$ cat src/verilog/eeprom_pkg.sv
package eeprom_pkg;

    typedef logic [10:0] ee_addr_t;
    typedef logic [7:0]  ee_data_t;
    typedef logic [4:0]  reg_addr_t;

    localparam int scl_half = 4;              // CLK cycles per SCL half period
    localparam logic [3:0] dev_type = 4'b1010;

    // register map
    localparam reg_addr_t reg_cmd    = 5'h00; // bit 0 write, bit 1 read
    localparam reg_addr_t reg_addr   = 5'h04;
    localparam reg_addr_t reg_wdata  = 5'h08;
    localparam reg_addr_t reg_rdata  = 5'h0C;
    localparam reg_addr_t reg_status = 5'h10; // busy, done, nack

    localparam logic [1:0] resp_okay   = 2'b00;
    localparam logic [1:0] resp_slverr = 2'b10;

    typedef enum logic [1:0] {
        op_start,
        op_stop,
        op_send,
        op_recv
    } bit_op_t;

    typedef enum logic [3:0] {
        idle,
        start,
        ctrl_w,
        word_addr,
        data_w,
        restart,
        ctrl_r,
        data_r,
        stop
    } ctrl_state_t;

endpackage

$ cat src/verilog/eeprom_ctrl.sv
`timescale 1ns/1ps

module eeprom_ctrl (
    input  logic                 CLK,
    input  logic                 RESET,
    input  logic                 cmd_write,
    input  logic                 cmd_read,
    input  eeprom_pkg::ee_addr_t ee_addr,
    input  eeprom_pkg::ee_data_t ee_wdata,
    output logic                 busy,
    output logic                 done,
    output logic                 nack,
    output eeprom_pkg::ee_data_t rdata_out,
    output eeprom_pkg::bit_op_t  op,
    output eeprom_pkg::ee_data_t tx_byte,
    output logic                 op_valid,
    input  logic                 op_ready,
    input  eeprom_pkg::ee_data_t rx_byte,
    input  logic                 ack_seen
);
    eeprom_pkg::ctrl_state_t state;
    eeprom_pkg::ctrl_state_t next_ok;  // successor when the op went well
    eeprom_pkg::ee_addr_t    addr_q;
    eeprom_pkg::ee_data_t    wdata_q;
    logic                    read_q;
    logic                    issued;
    logic                    op_done;
    logic                    wants_ack;

    assign busy      = state != eeprom_pkg::idle;
    assign op_valid  = busy && !issued;
    assign op_done   = issued && op_ready;
    assign wants_ack = op == eeprom_pkg::op_send;

    always_comb begin
        op      = eeprom_pkg::op_stop;
        tx_byte = 8'h00;
        next_ok = eeprom_pkg::idle;
        case (state)
            eeprom_pkg::start: begin
                op      = eeprom_pkg::op_start;
                next_ok = eeprom_pkg::ctrl_w;
            end
            eeprom_pkg::ctrl_w: begin
                op      = eeprom_pkg::op_send;
                tx_byte = {eeprom_pkg::dev_type, addr_q[10:8], 1'b0}; // block bits in ctrl byte
                next_ok = eeprom_pkg::word_addr;
            end
            eeprom_pkg::word_addr: begin
                op      = eeprom_pkg::op_send;
                tx_byte = addr_q[7:0];
                next_ok = read_q ? eeprom_pkg::restart : eeprom_pkg::data_w;
            end
            eeprom_pkg::data_w: begin
                op      = eeprom_pkg::op_send;
                tx_byte = wdata_q;
                next_ok = eeprom_pkg::stop;
            end
            eeprom_pkg::restart: begin
                op      = eeprom_pkg::op_start;
                next_ok = eeprom_pkg::ctrl_r;
            end
            eeprom_pkg::ctrl_r: begin
                op      = eeprom_pkg::op_send;
                tx_byte = {eeprom_pkg::dev_type, addr_q[10:8], 1'b1};
                next_ok = eeprom_pkg::data_r;
            end
            eeprom_pkg::data_r: begin
                op      = eeprom_pkg::op_recv;
                tx_byte = 8'h01;  // single byte, end with nack
                next_ok = eeprom_pkg::stop;
            end
            default: ;
        endcase
    end

    always_ff @(posedge CLK) begin
        if (RESET) begin
            state  <= eeprom_pkg::idle;
            issued <= 1'b0;
            done   <= 1'b0;
            nack   <= 1'b0;
        end else begin
            done <= 1'b0;
            if (state == eeprom_pkg::idle) begin
                if (cmd_write || cmd_read) begin
                    state <= eeprom_pkg::start;
                    nack  <= 1'b0;
                end
            end else if (op_valid && op_ready) begin
                issued <= 1'b1;
            end else if (op_done) begin
                issued <= 1'b0;
                if (wants_ack && !ack_seen) begin
                    state <= eeprom_pkg::stop;  // no ack, bail out
                    nack  <= 1'b1;
                end else begin
                    state <= next_ok;
                end
                if (state == eeprom_pkg::stop)
                    done <= 1'b1;
            end
        end
    end

    always_ff @(posedge CLK) begin
        if (state == eeprom_pkg::idle && (cmd_write || cmd_read)) begin
            addr_q  <= ee_addr;
            wdata_q <= ee_wdata;
            read_q  <= cmd_read;
        end
        if (op_done && state == eeprom_pkg::data_r)
            rdata_out <= rx_byte;
    end

    assert property (@(posedge CLK) disable iff (RESET) op_valid |-> op_ready)
        else $error("op_valid raised while bit engine busy");

endmodule

$ cat src/verilog/eeprom_regs.sv
`timescale 1ns/1ps

module eeprom_regs (
    input  logic                  CLK,
    input  logic                  RESET,
    input  logic                  awvalid,
    output logic                  awready,
    input  eeprom_pkg::reg_addr_t awaddr,
    input  logic                  wvalid,
    output logic                  wready,
    input  logic [31:0]           wdata,
    input  logic [3:0]            wstrb,
    output logic                  bvalid,
    output logic [1:0]            bresp,
    input  logic                  bready,
    input  logic                  arvalid,
    output logic                  arready,
    input  eeprom_pkg::reg_addr_t araddr,
    output logic                  rvalid,
    output logic [31:0]           rdata,
    output logic [1:0]            rresp,
    input  logic                  rready,
    output logic                  cmd_write,
    output logic                  cmd_read,
    output eeprom_pkg::ee_addr_t  ee_addr,
    output eeprom_pkg::ee_data_t  ee_wdata,
    input  logic                  busy,
    input  logic                  done,
    input  logic                  nack,
    input  eeprom_pkg::ee_data_t  rdata_in
);
    logic                  aw_held;
    logic                  w_held;
    eeprom_pkg::reg_addr_t awaddr_q;
    logic [31:0]           wdata_q;
    logic [3:0]            wstrb_q;
    logic                  aw_take;
    logic                  w_take;
    logic                  wr_fire;
    eeprom_pkg::reg_addr_t wr_addr;
    logic [31:0]           wr_data;
    logic [3:0]            wr_strb;
    logic                  cmd_go;
    logic                  done_q;
    logic                  nack_q;
    logic [31:0]           rd_value;

    function automatic logic mapped(eeprom_pkg::reg_addr_t a);
        return a inside {eeprom_pkg::reg_cmd, eeprom_pkg::reg_addr, eeprom_pkg::reg_wdata,
                         eeprom_pkg::reg_rdata, eeprom_pkg::reg_status};
    endfunction

    // one outstanding response per side
    assign awready = !aw_held && !bvalid;
    assign wready  = !w_held && !bvalid;
    assign arready = !rvalid;

    assign aw_take = awvalid && awready;
    assign w_take  = wvalid && wready;
    assign wr_fire = (aw_take || aw_held) && (w_take || w_held);
    assign wr_addr = aw_held ? awaddr_q : awaddr;
    assign wr_data = w_held ? wdata_q : wdata;
    assign wr_strb = w_held ? wstrb_q : wstrb;

    // commands only land on an idle sequencer
    assign cmd_go = wr_fire && wr_addr == eeprom_pkg::reg_cmd && wr_strb[0] &&
                    |wr_data[1:0] && !busy && !cmd_write && !cmd_read;

    always_ff @(posedge CLK) begin
        if (aw_take)
            awaddr_q <= awaddr;
        if (w_take) begin
            wdata_q <= wdata;
            wstrb_q <= wstrb;
        end
    end

    always_ff @(posedge CLK) begin
        if (RESET) begin
            aw_held <= 1'b0;
            w_held  <= 1'b0;
            bvalid  <= 1'b0;
            bresp   <= eeprom_pkg::resp_okay;
        end else begin
            aw_held <= (aw_held || aw_take) && !wr_fire;
            w_held  <= (w_held || w_take) && !wr_fire;
            if (wr_fire) begin
                bvalid <= 1'b1;
                bresp  <= mapped(wr_addr) ? eeprom_pkg::resp_okay : eeprom_pkg::resp_slverr;
            end else if (bready) begin
                bvalid <= 1'b0;
            end
        end
    end

    always_ff @(posedge CLK) begin
        if (RESET) begin
            cmd_write <= 1'b0;
            cmd_read  <= 1'b0;
            done_q    <= 1'b0;
            nack_q    <= 1'b0;
            ee_addr   <= '0;
            ee_wdata  <= '0;
        end else begin
            cmd_write <= cmd_go && wr_data[0];
            cmd_read  <= cmd_go && wr_data[1] && !wr_data[0]; // write wins
            if (wr_fire && wr_addr == eeprom_pkg::reg_addr) begin
                if (wr_strb[0])
                    ee_addr[7:0] <= wr_data[7:0];
                if (wr_strb[1])
                    ee_addr[10:8] <= wr_data[10:8];
            end
            if (wr_fire && wr_addr == eeprom_pkg::reg_wdata && wr_strb[0])
                ee_wdata <= wr_data[7:0];
            if (cmd_go) begin
                done_q <= 1'b0;
                nack_q <= 1'b0;
            end else if (done) begin
                done_q <= 1'b1;  // sticky
                nack_q <= nack;
            end
        end
    end

    always_comb begin
        case (araddr)
            eeprom_pkg::reg_addr:   rd_value = {21'd0, ee_addr};
            eeprom_pkg::reg_wdata:  rd_value = {24'd0, ee_wdata};
            eeprom_pkg::reg_rdata:  rd_value = {24'd0, rdata_in};
            eeprom_pkg::reg_status: rd_value = {29'd0, nack_q, done_q, busy};
            default:                rd_value = 32'd0; // cmd self clears
        endcase
    end

    always_ff @(posedge CLK) begin
        if (RESET) begin
            rvalid <= 1'b0;
            rresp  <= eeprom_pkg::resp_okay;
        end else if (arvalid && arready) begin
            rvalid <= 1'b1;
            rresp  <= mapped(araddr) ? eeprom_pkg::resp_okay : eeprom_pkg::resp_slverr;
        end else if (rready) begin
            rvalid <= 1'b0;
        end
    end

    always_ff @(posedge CLK) begin
        if (arvalid && arready)
            rdata <= rd_value;
    end

    assert property (@(posedge CLK) disable iff (RESET) !(cmd_write && cmd_read))
        else $error("cmd_write and cmd_read high together");

    assert property (@(posedge CLK) disable iff (RESET) bvalid && !bready |=> bvalid)
        else $error("bvalid dropped before bready");

endmodule

$ cat src/verilog/eeprom_top.sv
`timescale 1ns/1ps

module eeprom_top (
    input  logic                  CLK,
    input  logic                  RESET,
    input  logic                  awvalid,
    output logic                  awready,
    input  eeprom_pkg::reg_addr_t awaddr,
    input  logic                  wvalid,
    output logic                  wready,
    input  logic [31:0]           wdata,
    input  logic [3:0]            wstrb,
    output logic                  bvalid,
    output logic [1:0]            bresp,
    input  logic                  bready,
    input  logic                  arvalid,
    output logic                  arready,
    input  eeprom_pkg::reg_addr_t araddr,
    output logic                  rvalid,
    output logic [31:0]           rdata,
    output logic [1:0]            rresp,
    input  logic                  rready,
    output logic                  scl,
    output logic                  sda_oe,
    input  logic                  sda_in
);
    logic                 cmd_write;
    logic                 cmd_read;
    eeprom_pkg::ee_addr_t ee_addr;
    eeprom_pkg::ee_data_t ee_wdata;
    logic                 busy;
    logic                 done;
    logic                 nack;
    eeprom_pkg::ee_data_t ee_rdata;
    eeprom_pkg::bit_op_t  op;
    eeprom_pkg::ee_data_t tx_byte;
    logic                 op_valid;
    logic                 op_ready;
    eeprom_pkg::ee_data_t rx_byte;
    logic                 ack_seen;

    eeprom_regs regs0 (
        .CLK       (CLK),
        .RESET     (RESET),
        .awvalid   (awvalid),
        .awready   (awready),
        .awaddr    (awaddr),
        .wvalid    (wvalid),
        .wready    (wready),
        .wdata     (wdata),
        .wstrb     (wstrb),
        .bvalid    (bvalid),
        .bresp     (bresp),
        .bready    (bready),
        .arvalid   (arvalid),
        .arready   (arready),
        .araddr    (araddr),
        .rvalid    (rvalid),
        .rdata     (rdata),
        .rresp     (rresp),
        .rready    (rready),
        .cmd_write (cmd_write),
        .cmd_read  (cmd_read),
        .ee_addr   (ee_addr),
        .ee_wdata  (ee_wdata),
        .busy      (busy),
        .done      (done),
        .nack      (nack),
        .rdata_in  (ee_rdata)
    );

    eeprom_ctrl ctrl0 (
        .CLK       (CLK),
        .RESET     (RESET),
        .cmd_write (cmd_write),
        .cmd_read  (cmd_read),
        .ee_addr   (ee_addr),
        .ee_wdata  (ee_wdata),
        .busy      (busy),
        .done      (done),
        .nack      (nack),
        .rdata_out (ee_rdata),
        .op        (op),
        .tx_byte   (tx_byte),
        .op_valid  (op_valid),
        .op_ready  (op_ready),
        .rx_byte   (rx_byte),
        .ack_seen  (ack_seen)
    );

    i2c_bit_engine engine0 (
        .CLK      (CLK),
        .RESET    (RESET),
        .op       (op),
        .tx_byte  (tx_byte),
        .op_valid (op_valid),
        .sda_in   (sda_in),
        .op_ready (op_ready),
        .rx_byte  (rx_byte),
        .ack_seen (ack_seen),
        .scl      (scl),
        .sda_oe   (sda_oe)
    );

endmodule

$ cat src/verilog/i2c_bit_engine.sv
`timescale 1ns/1ps

module i2c_bit_engine (
    input  logic                 CLK,
    input  logic                 RESET,
    input  eeprom_pkg::bit_op_t  op,
    input  eeprom_pkg::ee_data_t tx_byte,
    input  logic                 op_valid,
    input  logic                 sda_in,
    output logic                 op_ready,
    output eeprom_pkg::ee_data_t rx_byte,
    output logic                 ack_seen,
    output logic                 scl,
    output logic                 sda_oe
);
    eeprom_pkg::bit_op_t                         cur_op;
    eeprom_pkg::ee_data_t                        shift;
    logic                                        ack_bit;
    logic                                        active;
    logic [$clog2(2 * eeprom_pkg::scl_half)-1:0] step;
    logic [3:0]                                  bit_cnt;
    logic                                        cond_op;
    logic                                        last_step;
    logic                                        last_bit;
    logic                                        sample;

    assign op_ready  = !active;
    assign rx_byte   = shift;
    assign cond_op   = cur_op == eeprom_pkg::op_start || cur_op == eeprom_pkg::op_stop;
    assign last_step = step == 2 * eeprom_pkg::scl_half - 1;
    assign last_bit  = cond_op || bit_cnt == 4'd8;
    // middle of the visible SCL high phase
    assign sample    = step == eeprom_pkg::scl_half + eeprom_pkg::scl_half / 2;

    // every op is a low phase then a high phase, so SCL rests high between ops
    always_ff @(posedge CLK) begin
        if (RESET) begin
            active   <= 1'b0;
            cur_op   <= eeprom_pkg::op_stop;
            scl      <= 1'b1;
            sda_oe   <= 1'b0;
            ack_seen <= 1'b0;
            step     <= '0;
            bit_cnt  <= '0;
        end else if (!active) begin
            if (op_valid) begin
                active  <= 1'b1;
                cur_op  <= op;
                step    <= '0;
                bit_cnt <= '0;
            end
        end else begin
            if (cond_op) begin
                scl <= step >= eeprom_pkg::scl_half / 2;
                // sda flips late in the high phase, direction set by the op
                if (step != 0)
                    sda_oe <= (step >= eeprom_pkg::scl_half + 1) ^
                              (cur_op == eeprom_pkg::op_stop);
            end else begin
                scl <= step >= eeprom_pkg::scl_half;
                if (step == 1)  // one cycle after the falling edge
                    sda_oe <= bit_cnt == 4'd8 ? cur_op == eeprom_pkg::op_recv && !ack_bit
                                              : cur_op == eeprom_pkg::op_send && !shift[7];
                if (sample && bit_cnt == 4'd8 && cur_op == eeprom_pkg::op_send)
                    ack_seen <= !sda_in;
            end
            if (last_step) begin
                step    <= '0;
                bit_cnt <= bit_cnt + 4'd1;
                if (last_bit)
                    active <= 1'b0;
            end else begin
                step <= step + 1'b1;
            end
        end
    end

    always_ff @(posedge CLK) begin
        if (op_valid && op_ready) begin
            shift   <= tx_byte;
            ack_bit <= tx_byte[0];  // 1 means nack after recv
        end else if (active && !cond_op && bit_cnt < 4'd8) begin
            if (cur_op == eeprom_pkg::op_recv && sample)
                shift <= {shift[6:0], sda_in};
            if (cur_op == eeprom_pkg::op_send && last_step)
                shift <= {shift[6:0], 1'b0};
        end
    end

    assert property (@(posedge CLK) disable iff (RESET)
        $changed(sda_oe) |-> (!scl && !$past(scl)) || $past(active && cond_op))
        else $error("sda_oe moved while scl high outside start/stop");

endmodule
$ cat config.mk
export PLATFORM = sky130hd
export DESIGN_NAME = eeprom_top
export DESIGN_NICKNAME = d
export VERILOG_FILES = /design/src/verilog/eeprom_pkg.sv /design/src/verilog/eeprom_ctrl.sv /design/src/verilog/eeprom_regs.sv /design/src/verilog/eeprom_top.sv /design/src/verilog/i2c_bit_engine.sv
export SDC_FILE = /design/constraint.sdc
export NUM_CORES = 1
export LEC_CHECK = 0
export BUFFER_PORTS_ARGS = -buffer_cell sky130_fd_sc_hd__clkbuf_2
export CORE_ASPECT_RATIO = 0.6
export CORE_MARGIN = 5
export CORE_UTILIZATION = 54
export CTS_CLUSTER_SIZE = 28
export DETAILED_ROUTE_END_ITERATION = 16
export PLACE_DENSITY = 0.83
export SLEW_MARGIN = 40
export SYNTH_ARGS = -nofsm -noshare
export SYNTH_HDL_FRONTEND = slang
export SYNTH_SLANG_ARGS = --single-unit
$ cat constraint.sdc
create_clock -name CLK -period 2.9 [get_ports CLK]
set_clock_uncertainty 0.05 [all_clocks]
set_input_delay 0.58 -clock CLK [delete_from_list [all_inputs] [get_ports CLK]]
set_output_delay 0.58 -clock CLK [all_outputs]
set_load 0.01 [all_outputs]
==> impl_metrics.ini, run 1 <==
[status]
outcome = finished clean

[sta]
period_minus_slack_ns = 2.28
finalCritPeriodShare_pct = 78.7
rsz0062_at_grt = no
slew_headroom_pct = 50.3
setup_tns_ns = 0
setup_viol = 0
worstMarginPinSlew_ns = 0.741
maxSlewViolCount = 0
hold_viol = 0
fmax_mhz = 438

[logic_synthesis]
synth.avg_cell_area_sq_um = 11.6
netlist_top_cells_count = edfxtp_1 (66), dfxtp_1 (49), nor2_1 (33)
synth_top_area_share_pct = 37.9
synthesis.area_sq_um = 5220
synth_edf_count = 66
synth_most_common_cell = edfxtp_1
synth_top_area_cell = edfxtp_1
synth_area_leaders = edfxtp_1 (38%), dfxtp_1 (19%), mux2i_1 (5.7%)
synth.ff_latch_count = 115
ys_seq_area_share_pct = 56.7
async_reset_ff_share_pct = 0
synthFlopType = edfxtp_1
netlist_instances = 452
synthDistinctLibCells = 68
yosys_warnings = 0

[die]
io_pins = 97
die_y_um = 86.2
die_area_sq_um = 11800
initial_utilization_pct = 56.2
die_x_um = 137
rows = 27
core_region_area_sq_um = 9290

[placement]
dpl_cell_area_sq_um = 5540
hpwlAfterDp_mm = 8.33
placed_cells = 619
gp_congestion = 0.836
io_buffers = 50

[critical_path]
max_stage_delay_ns = 0.66
endpoint_kind = flip-flop
critical_path_arrival_ns = 2.27
critPathMaxFanout = 9
worstSetupPathType = reg -> reg
worstPathCellList = ha_1 -> ha_1 -> nor2b_1 -> a31oi_1 -> o31ai_2
critPathTopFamily = compound AO/OA/AOI/OAI gates
cp-start-kind = flip-flop
crit_top_cell = ha_1
cp.buffers_inverters = 0
critPathSlowestCell = o31ai_2
cp.required_ns = 2.89

[cts]
clock_latency_ns = 0.41
cts_resized = 0
cts-htree-levels = 4
cts.clk_slew.worst_paths_ns = 0.05
postCtsHoldBufs = 0
root_buffer = clkbuf_16
cts_tree = done
numCtsBuffers = 17
clock-sinks = 115
cts_setup_buffers = 0
cts_buffer_depth = 2

[routing]
drc_errors = 0
ant_nets = 0
drt_iter0_drc = 377
drt-total-wl_mm = 11.8
vias = 3770
viasPerCell = 5.79
drt_first_pass_iters = 6
wire_per_inst_um = 18.2

[flow_run]
cap_violations = 0

[finish]
fillers = 689
n_antenna_cell = 0
instances_no_fill = 651
finalInstanceArea_sq_um = 6120
area_growth_pct = 17.1
finalNetCount = 569
drive_gt1_share_pct = 21.5

[global_route]
grt_overflow_total = 0
grt_use_total_pct = 21.4
grt_start_max_net_pins = 60
grt_pass1_wl_mm = 19.3
grt_pass1_vias = 3701
antenna_found_initial = 0

[pwr]
power-per-cell-area_nw_per_um2 = 661
p_leak_nw = 2.36
ir_drop_v = 0.000533
p_int_mw = 3.18
seqPwrFrac_pct = 44.2
p_sw_mw = 0.860
p_clk_share_pct = 50.5
swShare_pct = 21.3
combPwrFrac_pct = 5.3

[hold_path]
holdCritPathClass = in -> reg
-- cell type report --
class,instances,area (sq um),share of cell area (%)
clock buffer,21,440,7.20
clock inverter,11,135,2.21
inverter,18,67.6,1.10
multi-input combinational,295,2010,32.9
sequential,115,2960,48.4
tap,130,163,2.66
timing repair buffer,61,335,5.48
-- power by group through the flow --
stage	registers (mW)	clock network [mW]	logic, mW
floorplan	1.81	0	0.162
detailed placement	1.82	0	0.214
global route	1.79	2.16	0.237
global placement	1.81	0	0.205
CTS	1.79	2.07	0.216
finish	1.79	2.04	0.216
-- kinds of logic (layout without fill, tap and decap cells) --
group / Yosys count / count (layout) / synth area share [%]
and+or+nand+nor: 142 / 142 / 15.9
DFF: 115 / 115 / 56.7
AOI/OAI and AO/OA: 90 / 90 / 12.8
buffers and inverters: 64 / 111 / 6.52
muxes: 31 / 31 / 5.97
adders and majority gates: 7 / 7 / 1.68
xor gates and xnor gates: 2 / 2 / 0.335
other: 1 / 23 / 0.0718
-- layout by cell type (no fill, tap or decap), types with 4 or more instances in the layout --
master / netlist / layout
a211oi_1: 4 / 4
a21oi_1: 17 / 17
a222oi_1: 8 / 8
a22oi_1: 8 / 8
a311oi_1: 4 / 4
and2_1: 5 / 5
buf_4: 23 / 11
clkbuf_1: 17 / 4
clkbuf_16: 0 / 17
clkbuf_2: 0 / 49
clkinv_2: 0 / 5
conb_1: 1 / 23
dfxtp_1: 49 / 49
edfxtp_1: 66 / 66
ha_1: 7 / 7
inv_1: 18 / 18
mux2i_1: 30 / 30
nand2_1: 23 / 23
nand2b_1: 19 / 19
nand3b_1: 4 / 4
nor2_1: 33 / 33
nor2b_1: 8 / 8
nor3_1: 8 / 8
nor4_1: 4 / 4
o21ai_0: 9 / 9
o21ai_1: 5 / 5
o2bb2ai_1: 4 / 4
or2_2: 10 / 10
or3_1: 5 / 5
-- sequential cells by signal, summed over array words and instances, names as in the netlist, 2 cells and up --
signal,flops
ctrl0.addr_q,11
regs0.ee_addr,11
regs0.rdata,11
regs0.wdata_q,11
ctrl0.rdata_out,8
ctrl0.wdata_q,8
engine0.rx_byte,8
regs0.ee_wdata,8
regs0.awaddr_q,5
ctrl0.state,4
engine0.bit_cnt,4
engine0.step,3
engine0.cur_op,2
regs0.wstrb_q,2
-- worst paths after layout --
kind | start | endpoint | slack (ns) | depth (start not counted)
setup / recovery | engine0.step[0] | engine0.rx_byte[0] | 0.62 | 5
hold / removal | rready | regs0.rvalid | 0.31 | 2
setup reg to reg | engine0.step[0] | engine0.rx_byte[0] | 0.62 | 5
hold reg to reg | regs0.ee_addr[10] | ctrl0.addr_q[10] | 0.40 | 0
-- worst register-to-register path: stages, from the launching register on --
cell	delay [ns]
dfxtp_1	0.42
ha_1	0.19
ha_1	0.34
nor2b_1	0.18
a31oi_1	0.06
o31ai_2	0.66
-- metrics by stage --
stage | util (%) | hold WS (ns) | setup slack [ns] | total power [mW]
5_1_grt | 65.8 | 0.300 | 0.441 | 4.19
3_5_place_dp | 59.6 | 0.381 | 0.627 | 2.03
2_1_floorplan | - | 0.359 | 0.503 | 1.98
4_1_cts | 65.8 | 0.296 | 0.594 | 4.07
3_3_place_gp | 59.5 | 0.365 | 0.407 | 2.02
6_report | 65.8 | 0.310 | 0.618 | 4.04
-- metal layers --
metal	GRT usage (%)	part of all wire (%)	vias up
met2	31.7	44	226
met1	28.8	43	1791
li1	-	-	1738
met5	0	0	-
met4	7.16	1.1	0
met3	8.58	12	15
(Power assumes the default switching activity.)
==> inputs of run 2 (changes only) <==
--- a/config.mk
+++ b/config.mk
@@ -8,10 +8,10 @@
 export BUFFER_PORTS_ARGS = -buffer_cell sky130_fd_sc_hd__clkbuf_2
 export CORE_ASPECT_RATIO = 0.6
 export CORE_MARGIN = 5
-export CORE_UTILIZATION = 54
+export CORE_UTILIZATION = 50
 export CTS_CLUSTER_SIZE = 28
 export DETAILED_ROUTE_END_ITERATION = 16
-export PLACE_DENSITY = 0.83
+export PLACE_DENSITY = 0.81
 export SLEW_MARGIN = 40
 export SYNTH_ARGS = -nofsm -noshare
 export SYNTH_HDL_FRONTEND = slang
==> constraint.sdc (replaced) <==
create_clock -name CLK -period 2 [get_ports CLK]
set_clock_uncertainty 0.05 [all_clocks]
set_input_delay 0.4 -clock CLK [delete_from_list [all_inputs] [get_ports CLK]]
set_output_delay 0.4 -clock CLK [all_outputs]
set_load 0.01 [all_outputs]
==> run 2 against run 1 <==
Cell area rose by 2.1%. Sequential share of layout area fell by 1.0 points. Hold slack got worse by 0.18 ns. Sequential cell count is the same. Global-route usage is 0.86 points lower.
==> impl_metrics.ini, run 2 (synthesized netlist as in run 1, its figures left out) <==
[routing]
ant_nets = 0
wire_per_inst_um = 18.4
viasPerCell = 5.82
drt-total-wl_mm = 12.3
vias = 3892
drc_errors = 0
drt_iter0_drc = 491
drt_first_pass_iters = 6

[critical_path]
endpoint = engine0.rx_byte[4]
critical_path_arrival_ns = 2.06
ff2ff_setup_slack_ns = 0.15
cp.required_ns = 2.21
critPathMaxFanout = 15
worstRegToRegCells = 5
endpoint_kind = flip-flop
cp-start-kind = flip-flop
timing.rr.end = engine0.rx_byte[4]
worstSetupPathType = reg -> reg
timing.rr.start = ctrl0.state[2]
crit_path_start = ctrl0.state[2]

[sta]
worstMarginPinSlew_ns = 0.725
period_minus_slack_ns = 1.85
slew_headroom_pct = 51.7
rsz0062_at_grt = no
hold_viol = 0
setup_tns_ns = 0
finalCritPeriodShare_pct = 92.6
maxSlewViolCount = 0
setup_viol = 0
fmax_mhz = 540

[cts]
clock_latency_ns = 0.41
cts-htree-levels = 4
clock-sinks = 115
postCtsHoldBufs = 0
numCtsBuffers = 17
cts_buffer_depth = 2
root_buffer = clkbuf_16
cts.clk_slew.worst_paths_ns = 0.05
cts_tree = done

[placement]
dpl_cell_area_sq_um = 5660
gp_congestion = 0.855
hpwlAfterDp_mm = 8.74
io_buffers = 50

[die]
die_y_um = 89.2
io_pins = 97
die_x_um = 142
initial_utilization_pct = 52.1
die_area_sq_um = 12700
rows = 28
core_region_area_sq_um = 10000

[finish]
final_common_cell = edfxtp_1
drive_gt1_share_pct = 24.2
multi_input_area_sq_um = 2030
finalInstanceArea_sq_um = 6250
area_growth_pct = 19.6
n_antenna_cell = 0
utilization_pct = 62.4
finalNetCount = 582
seqCellArea_sq_um = 2960
fillers = 790
final_cell_mix = edfxtp_1 (66), clkbuf_2 (50), dfxtp_1 (48), nor2_1 (32), mux2i_1 (30)

[global_route]
grt_overflow_total = 0
grt_start_max_net_pins = 42
grt_pass1_vias = 3866
antenna_found_initial = 0
grt_use_total_pct = 20.6
grt_pass1_wl_mm = 19.7

[hold_path]
holdCritPathClass = in -> reg

[pwr]
p_leak_nw = 2.42
power-per-cell-area_nw_per_um2 = 927
ir_drop_v = 0.000731

[flow_run]
cap_violations = 0

[status]
outcome = finished clean
==> run 2: metal layers <==
layer	track usage (%)	wire length (um)	vias to the layer above	share of wire, %
met2	31.4	5410	222	44
li1	-	-	1766	-
met1	27.7	5280	1870	43
met5	0	0	-	0
met4	8.97	323	0	2.6
met3	5.88	1290	34	11
==> run 2: report_power, final <==
part / internal (mW) / switching (mW)
Combinational: 0.129 / 0.201
Clock: 1.85 / 1.03
Sequential: 2.56 / 0.0334
==> run 2: metrics by stage <==
step,total power [mW],worst slack [ns],instances,hold slack [ns]
after global routing,5.98,0.0287,669,0.119
final,5.79,0.148,669,0.126
after CTS,5.82,0.0102,667,0.117
after floorplan,2.87,0.0856,474,0.359
after detailed placement,2.96,0.0162,635,0.389
after global placement,2.94,0.120,635,0.373
==> run 2: final cells by class <==
class / instances / area share [%]
inverter: 18 / 1.08
sequential: 115 / 47.4
timing repair buffer: 74 / 7.29
clock inverter: 11 / 1.76
tap: 135 / 2.70
clock buffer: 21 / 7.21
multi-input combinational: 295 / 32.5
==> run 2: what timing repair did <==
| item | CTS | global route |
|---|---|---|
| endpoints found under the setup margin | 0 | 32 |
| endpoints found under the hold margin | 0 | 0 |
| setup buffers | 0 | 2 |
| resized for setup | 0 | 2 |
==> run 2: how the worst min path moves through the flow <==
stage,startpoint,to,cells after the start
CTS,awaddr[1],regs0.awaddr_q[1],1
global route,wdata[7],regs0.wdata_q[7],1
finish,awaddr[1],regs0.awaddr_q[1],1
floorplan,regs0.cmd_read,ctrl0.read_q,0
global placement,regs0.cmd_read,ctrl0.read_q,0
detailed placement,regs0.cmd_read,ctrl0.read_q,0
==> run 2: worst max-delay path, cell delays in order, from the launching register on <==
cell	delay [ns]
dfxtp_1	0.44
buf_4	0.25
nor2b_2	0.26
nor2_1	0.09
or3_1	0.42
o21ai_1	0.18
